## src/hw/sprite_defs.svh

```systemverilog
`ifndef SPRITE_DEFS_SVH
`define SPRITE_DEFS_SVH

// Number of rectangle layers, layer 4 sits on top
`define NUM_LAYERS 5

// Visible area of the VGA stream
`define SCREEN_W 640
`define SCREEN_H 480

// Word offsets inside one layer's register block
`define REG_POS    2'd0
`define REG_SIZE   2'd1
`define REG_COLOUR 2'd2
`define REG_CTRL   2'd3

// Each layer owns four consecutive words, so word address = layer * 4 + offset
`define REGS_PER_LAYER 4

`endif

```

## src/hw/spritePkg.sv

```systemverilog
`include "sprite_defs.svh"

package spritePkg;

  // Horizontal coordinate, 0 to 639, also carries a sprite width
  typedef logic [9:0] pixelX_t;

  // Vertical coordinate, 0 to 479, also carries a sprite height
  typedef logic [8:0] pixelY_t;

  // Red in bits 23..16, green in 15..8, blue in 7..0
  typedef logic [23:0] colour_t;

  // Word address covering 5 layers of 4 registers plus an unused upper range
  typedef logic [4:0] wbAddr_t;

  // Full Wishbone data word
  typedef logic [31:0] wbData_t;

  // One bit per layer, bit index equals layer index
  typedef logic [`NUM_LAYERS-1:0] layerMask_t;

endpackage

```

## src/hw/layerCompositor.sv

```systemverilog
`timescale 1ns/1ns
`include "sprite_defs.svh"

module layerCompositor
  import spritePkg::*;
(
  input  logic       clk,
  input  logic       reset,

  input  layerMask_t hitMask,
  input  colour_t    layerColour [`NUM_LAYERS],
  input  logic       pixValidD,

  output logic       outValid,
  output logic       outCovered,
  output colour_t    outColour
);

  layerMask_t layerOH;    // Most significant set bit of hitMask, one-hot
  colour_t    selColour;

  // Scan upwards so the highest hit layer is the last to claim the bit
  always_comb begin
    layerOH = '0;
    for (int i = 0; i < `NUM_LAYERS; i++) begin
      if (hitMask[i]) begin
        layerOH = layerMask_t'(1) << i;
      end
    end
  end

  // AND-OR mux, an empty one-hot leaves black
  always_comb begin
    selColour = '0;
    for (int i = 0; i < `NUM_LAYERS; i++) begin
      if (layerOH[i]) begin
        selColour = selColour | layerColour[i];
      end
    end
  end

  // Second pipeline stage, two cycles after the pixel entered the engine
  always_ff @(posedge clk) begin
    if (reset) begin
      outValid   <= 1'b0;
      outCovered <= 1'b0;
      outColour  <= '0;
    end else begin
      outValid   <= pixValidD;
      outCovered <= |layerOH;  // Layer hits already include valid
      outColour  <= selColour;
    end
  end

endmodule

```

## src/hw/spriteEngine.sv

```systemverilog
`timescale 1ns/1ns
`include "sprite_defs.svh"

module spriteEngine
  import spritePkg::*;
(
  input  logic    clk,
  input  logic    reset,

  input  logic    wbCyc,
  input  logic    wbStb,
  input  logic    wbWe,
  input  wbAddr_t wbAdr,
  input  wbData_t wbDatW,
  output wbData_t wbDatR,
  output logic    wbAck,

  input  pixelX_t pixX,
  input  pixelY_t pixY,
  input  logic    pixValid,

  output logic    outValid,
  output logic    outCovered,
  output colour_t outColour
);

  // Register bank to layers
  pixelX_t    posX   [`NUM_LAYERS];
  pixelY_t    posY   [`NUM_LAYERS];
  pixelX_t    width  [`NUM_LAYERS];
  pixelY_t    height [`NUM_LAYERS];
  colour_t    colour [`NUM_LAYERS];
  layerMask_t enable;

  // Layers to compositor
  layerMask_t hitMask;
  colour_t    layerColour [`NUM_LAYERS];
  layerMask_t layerValid;  // Identical copies, bit 0 feeds the compositor

  spriteRegs regs (
    .clk    (clk),
    .reset  (reset),
    .wbCyc  (wbCyc),
    .wbStb  (wbStb),
    .wbWe   (wbWe),
    .wbAdr  (wbAdr),
    .wbDatW (wbDatW),
    .wbDatR (wbDatR),
    .wbAck  (wbAck),
    .posX   (posX),
    .posY   (posY),
    .width  (width),
    .height (height),
    .colour (colour),
    .enable (enable)
  );

  for (genvar i = 0; i < `NUM_LAYERS; i++) begin : genLayer
    spriteLayer layer (
      .clk       (clk),
      .reset     (reset),
      .pixX      (pixX),
      .pixY      (pixY),
      .pixValid  (pixValid),
      .posX      (posX[i]),
      .posY      (posY[i]),
      .width     (width[i]),
      .height    (height[i]),
      .colour    (colour[i]),
      .enable    (enable[i]),
      .hit       (hitMask[i]),
      .hitColour (layerColour[i]),
      .validD    (layerValid[i])
    );
  end

  layerCompositor comp (
    .clk         (clk),
    .reset       (reset),
    .hitMask     (hitMask),
    .layerColour (layerColour),
    .pixValidD   (layerValid[0]),
    .outValid    (outValid),
    .outCovered  (outCovered),
    .outColour   (outColour)
  );

endmodule

```

## src/hw/spriteLayer.sv

```systemverilog
`timescale 1ns/1ns

module spriteLayer
  import spritePkg::*;
(
  input  logic    clk,
  input  logic    reset,

  input  pixelX_t pixX,
  input  pixelY_t pixY,
  input  logic    pixValid,

  input  pixelX_t posX,
  input  pixelY_t posY,
  input  pixelX_t width,
  input  pixelY_t height,
  input  colour_t colour,
  input  logic    enable,

  output logic    hit,
  output colour_t hitColour,
  output logic    validD
);

  // Right and bottom edges need one extra bit so posX + width cannot wrap
  logic [$bits(pixelX_t):0] xEnd;
  logic [$bits(pixelY_t):0] yEnd;
  logic                     inX;
  logic                     inY;
  logic                     covers;

  assign xEnd = {1'b0, posX} + {1'b0, width};
  assign yEnd = {1'b0, posY} + {1'b0, height};

  // Left and top edges are inclusive, right and bottom edges are exclusive
  assign inX = (pixX >= posX) && ({1'b0, pixX} < xEnd);
  assign inY = (pixY >= posY) && ({1'b0, pixY} < yEnd);

  // A zero width or height leaves the range empty and nothing is covered
  assign covers = enable && pixValid && inX && inY;

  // Flag and valid are control state
  always_ff @(posedge clk) begin
    if (reset) begin
      hit    <= 1'b0;
      validD <= 1'b0;
    end else begin
      hit    <= covers;
      validD <= pixValid;  // Every layer delays valid, the top uses layer 0
    end
  end

  // Colour rides along with the flag so both describe the same pixel
  always_ff @(posedge clk) begin
    hitColour <= colour;
  end

endmodule

```

## src/hw/spriteRegs.sv

```systemverilog
`timescale 1ns/1ns
`include "sprite_defs.svh"

module spriteRegs
  import spritePkg::*;
(
  input  logic       clk,
  input  logic       reset,

  input  logic       wbCyc,
  input  logic       wbStb,
  input  logic       wbWe,
  input  wbAddr_t    wbAdr,
  input  wbData_t    wbDatW,
  output wbData_t    wbDatR,
  output logic       wbAck,

  output pixelX_t    posX   [`NUM_LAYERS],
  output pixelY_t    posY   [`NUM_LAYERS],
  output pixelX_t    width  [`NUM_LAYERS],
  output pixelY_t    height [`NUM_LAYERS],
  output colour_t    colour [`NUM_LAYERS],
  output layerMask_t enable
);

  // Address split into layer index and register offset
  localparam int unsigned OffW = $clog2(`REGS_PER_LAYER);
  localparam int unsigned IdxW = $bits(wbAddr_t) - OffW;

  // X and Y fields share the same packing in POS and SIZE
  localparam int unsigned XLsb = 0;
  localparam int unsigned YLsb = 16;
  localparam int unsigned XW   = $bits(pixelX_t);
  localparam int unsigned YW   = $bits(pixelY_t);
  localparam int unsigned CW   = $bits(colour_t);

  logic [IdxW-1:0] layerIdx;
  logic [OffW-1:0] regOff;
  logic            layerOk;  // High when the address falls inside a real layer
  logic            reqValid;
  logic            wrValid;
  wbData_t         readWord;

  assign layerIdx = wbAdr[$bits(wbAddr_t)-1:OffW];
  assign regOff   = wbAdr[OffW-1:0];
  assign layerOk  = (layerIdx < `NUM_LAYERS);  // Addresses 20 to 31 map to no layer

  // A request is taken only when no ack is pending, so ack can never repeat
  assign reqValid = wbCyc && wbStb && !wbAck;
  assign wrValid  = reqValid && wbWe && layerOk;

  // Read mux, every bit outside a field stays zero
  always_comb begin
    readWord = '0;
    if (layerOk) begin
      case (regOff)
        `REG_POS: begin
          readWord[XLsb +: XW] = posX[layerIdx];
          readWord[YLsb +: YW] = posY[layerIdx];
        end
        `REG_SIZE: begin
          readWord[XLsb +: XW] = width[layerIdx];
          readWord[YLsb +: YW] = height[layerIdx];
        end
        `REG_COLOUR: readWord[CW-1:0] = colour[layerIdx];
        default:     readWord[0] = enable[layerIdx];  // CTRL holds only the enable bit
      endcase
    end
  end

  // Ack and all sprite state
  always_ff @(posedge clk) begin
    if (reset) begin
      wbAck <= 1'b0;
      for (int i = 0; i < `NUM_LAYERS; i++) begin
        posX[i]   <= '0;
        posY[i]   <= '0;
        width[i]  <= '0;
        height[i] <= '0;
        colour[i] <= '0;
      end
      enable <= '0;  // All layers start hidden
    end else begin
      wbAck <= reqValid;  // Exactly one cycle after the request

      // The write lands together with the ack, so pixels after the ack see it
      if (wrValid) begin
        case (regOff)
          `REG_POS: begin
            posX[layerIdx] <= wbDatW[XLsb +: XW];
            posY[layerIdx] <= wbDatW[YLsb +: YW];
          end
          `REG_SIZE: begin
            width[layerIdx]  <= wbDatW[XLsb +: XW];
            height[layerIdx] <= wbDatW[YLsb +: YW];
          end
          `REG_COLOUR: colour[layerIdx] <= wbDatW[CW-1:0];
          default:     enable[layerIdx] <= wbDatW[0];
        endcase
      end
    end
  end

  // Read data is captured on the same edge that raises the ack
  always_ff @(posedge clk) begin
    if (reqValid) begin
      wbDatR <= readWord;
    end
  end

endmodule

```

## config.mk

```make
export PLATFORM = sky130hd
export DESIGN_NAME = spriteEngine
export DESIGN_NICKNAME = d
export VERILOG_FILES = /design/src/hw/spritePkg.sv /design/src/hw/layerCompositor.sv /design/src/hw/spriteEngine.sv /design/src/hw/spriteLayer.sv /design/src/hw/spriteRegs.sv
export VERILOG_INCLUDE_DIRS = /design/src /design/src/hw
export SDC_FILE = /design/constraint.sdc
export NUM_CORES = 1
export LEC_CHECK = 0
export BUFFER_PORTS_ARGS = -buffer_cell sky130_fd_sc_hd__buf_2
export CAP_MARGIN = 20
export CORE_ASPECT_RATIO = 0.5
export CORE_MARGIN = 2
export CORE_UTILIZATION = 45
export CTS_BUF_LIST = sky130_fd_sc_hd__clkbuf_4 sky130_fd_sc_hd__clkbuf_8 sky130_fd_sc_hd__clkbuf_16
export DETAILED_ROUTE_END_ITERATION = 10
export GPL_ROUTABILITY_DRIVEN = 0
export GPL_TIMING_DRIVEN = 0
export PLACE_DENSITY = 0.65
export SLEW_MARGIN = 20
export SYNTH_ARGS = -nofsm -noshare
export SYNTH_HDL_FRONTEND = slang
export SYNTH_SLANG_ARGS = --single-unit
```

## constraint.sdc

```tcl
create_clock -name clk -period 2.84 [get_ports clk]
set_input_delay 0.568 -clock clk [delete_from_list [all_inputs] [get_ports clk]]
set_output_delay 0.568 -clock clk [all_outputs]
set_load 0.02 [all_outputs]
```

==> out/qor.yml <==
global_route:
  met2_usage_pct: 46.48
  grt_pass1_wl_um: 143500
  grt_use_met1_pct: 45.39
  grt_use_met3_pct: 7.952
  grt_max_degree: 21
  top_usage_layer: "met2"
  gr-total-overflow: 0
  antenna_found_initial: 8
  grt_pass1_vias: 22510
  grt_usage_pct: 31.73
logic_synthesis:
  syn_area_per_cell_um2: 8.627
  netlist_area_um2: 26190
  synthCells: 3036
  synth-warning-count: 0
  synth_ff_type: "dfxtp_1"
  synth-seq-area-share_pct: 38.64
  synthArstFlopShare_pct: 0
  ys_types: 72
  synth_seq_cells: 493
  synth-edff-count: 25
power:
  power.density_nw_per_um2: 488.7
  leakagePower_nw: 10.95
  max-vdd-ir-drop_mv: 0.4559
  p_total_w: 0.01479
worst_setup_path:
  cp_max_fo: 3
  ff2ff_path_depth: 13
  max_stage_delay_ns: 0.43
  end_kind: "flop"
  worstPathCellList: "ha_4, a21o_1, a211oi_2, nor2_1, o41a_1, o211a_1, ha_4, a211oi_4, nand4_1, a41oi_2, a21oi_1, and4b_2, nor4b_4"
  path_buf_inv: 0
  crit_slowest_cell: "o41a_1"
  path_delay_family: "compound AO/OA/AOI/OAI gates"
  cp.required_ns: 3.32
  startpoint_type: "flop"
  r2r_slack_ns: -0.41
  crit_type: "reg -> reg"
  crit_top_cell: "ha_4"
  r2r-start: "regs.width[41]"
  r2r_end: "genLayer[0].layer.hit"
  arrival_ns: 3.72
worst_hold_path:
  hp-class: "in -> reg"
  whs_path_depth: 3
  worst_hold_startpoint: "wbDatW[15]"
  min_to: "regs.colour[87]"
placed_design:
  portBuffers: 100
  dp_hpwl_um: 73970
  dp_cells: 3911
drt:
  drc: 0
  vias: 24760
  postRouteAntennaNets: 0
  drt_pre_antenna_iters: 7
  first_iter_violations: 3415
  avgRoutedWirePerCell_um: 24.66
  detail_route.vias_per_cell: 6.141
  wirelength_um: 99430
sta:
  tightest_slew_ns: 1.049
  slew_headroom_pct: 30.08
  hold_viol_final: 0
  drv_slew: 0
  finalSetupViolations: 7
  fin_ws_ns: -0.4057
  rsz0062_at_grt: "true"
  fin_setup_tns_ns: -1.235
  fmax_mhz: 308.1
  period_needed_ns: 3.246
  finalClockSkew_ns: 0.01871
  fin_crit_sh_pct: 114.3
outcome:
  status: "complete, but fails checks"
  violations: "negative setup slack"
flow_run:
  cap_violations: 0
clock_tree:
  clock-sinks: 493
  cts_buffer_depth: 3
  ctsRootBufferMaster: "clkbuf_16"
  clk_latency_ns: 0.60
  holdBufCountCts: 0
  cts_tree: "done"
  cts_made_buffers: 46
  htree_levels: 2
  path_clk_slew_ns: 0.07
die:
  pin_count: 121
  die_width_um: 345.2
  initial_core_util_pct: 45.56
  num_rows: 62
  die_h_um: 174.6
  dieArea_um2: 60260
  placeableCoreArea_um2: 57480
finish:
  drive_above_1_share_pct: 13.93
  syn_to_final_growth_pct: 15.53
  final_common_cell: "nand2_1"
  layout_common_cells: "nand2_1 (481), dfxtp_1 (418), a21oi_1 (341), ha_1 (250), nor2_1 (179)"
  fin_cells: 4032
  num-nets-final: 3570
worst max-delay path by stage:
stage | startpoint | slack [ns] | depth (start not counted) | to
4_1_cts | regs.width[41] | -0.42 | 13 | genLayer[0].layer.hit
5_1_grt | regs.width[40] | -0.47 | 14 | genLayer[0].layer.hit
3_5_place_dp | regs.posY[0] | -1.06 | 15 | genLayer[4].layer.hit
2_1_floorplan | regs.width[41] | -0.03 | 13 | genLayer[0].layer.hit
6_report | regs.width[41] | -0.41 | 13 | genLayer[0].layer.hit
3_3_place_gp | wbCyc | -1.67 | 8 | regs.colour[104]
repair_timing:
action,CTS,global route
resized for setup,126,79
setup buffers,19,15
pin swaps,49,62
setup endpoints to repair,44,43
per-layer routing:
layer	up-vias	wire, um	part of all wire (%)
li1	11150	-	-
met1	11830	42230	42
met2	1515	40780	41
met3	262	13120	13
met4	4	3277	3.3
met5	-	27	0.027
cells in the mapped netlist, types with 25 or more instances:
library cell / number / area (um^2)
o22ai_1: 36 / 225.2
nor2b_1: 30 / 187.7
inv_1: 124 / 465.5
a21o_1: 29 / 217.7
a22oi_1: 65 / 488.0
a21oi_1: 360 / 1802
clkbuf_1: 131 / 491.7
o21ai_0: 142 / 710.7
edfxtp_1: 25 / 750.7
nor2_1: 182 / 683.2
ha_1: 275 / 3441
buf_2: 35 / 175.2
xor2_1: 43 / 376.6
a221oi_1: 45 / 394.1
nand3_1: 130 / 650.6
dfxtp_1: 468 / 9369
nand2_1: 481 / 1805
mux2i_1: 119 / 1191
per-stage QoR:
step	instance area (um^2)	utilization (%)	setup slack (ns)	hold WS, ns
after floorplan	26270	-	-0.02720	0.3457
after detailed placement	27760	48.29	-1.062	0.3569
after global placement	27730	48.23	-1.666	0.3539
final	30260	52.64	-0.4057	0.2682
after global routing	30240	52.61	-0.4696	0.2742
after CTS	29850	51.93	-0.4171	0.2637
final cells by class:
class / count / area [um^2]
Antenna cell: 6 / 15.01
Tap cell: 768 / 960.9
Clock inverter: 12 / 140.1
Fill cell: 5290 / 27230
Clock buffer: 71 / 1436
Inverter: 124 / 465.4
Sequential cell: 493 / 10230
Buffer: 191 / 839.6
Multi-Input combinational cell: 2232 / 15400
Timing Repair Buffer: 135 / 775.7
sequential cells by signal, indices dropped and copies added, names as in the netlist:
signal                    count
comp.outColour               24
comp.outCovered               1
comp.outValid                 1
genLayer.layer.hit            5
genLayer.layer.hitColour    120
genLayer.layer.validD         1
regs.colour                 120
regs.enable                   5
regs.height                  45
regs.posX                    50
regs.posY                    45
regs.wbAck                    1
regs.wbDatR                  25
regs.width                   50
cells by family (layout without fill, tap and decap cells):
kind of cell,count (synthesis),after routing,synth area share [%]
buf+inv,317,533,4.954
xor+xnor,66,66,2.207
compound gates,819,819,19.10
flops,493,493,38.64
mux,146,146,6.182
fa+ha+maj,285,285,13.90
other cells,1,13,0.01432
simple gates,909,909,15.00
power breakdown:
group          switching (W)  internal, W
Clock                0.00289      0.00369
Sequential         0.0000136      0.00698
Combinational       0.000895     0.000317
worst register-to-register path, stage by stage, from the launching register on:
cell,delay (ns)
dfxtp_4,0.35
ha_4,0.23
a21o_1,0.19
a211oi_2,0.20
nor2_1,0.08
o41a_1,0.43
o211a_1,0.26
ha_4,0.23
a211oi_4,0.21
nand4_1,0.13
a41oi_2,0.16
a21oi_1,0.07
and4b_2,0.28
nor4b_4,0.32
(Power assumes the default switching activity.)
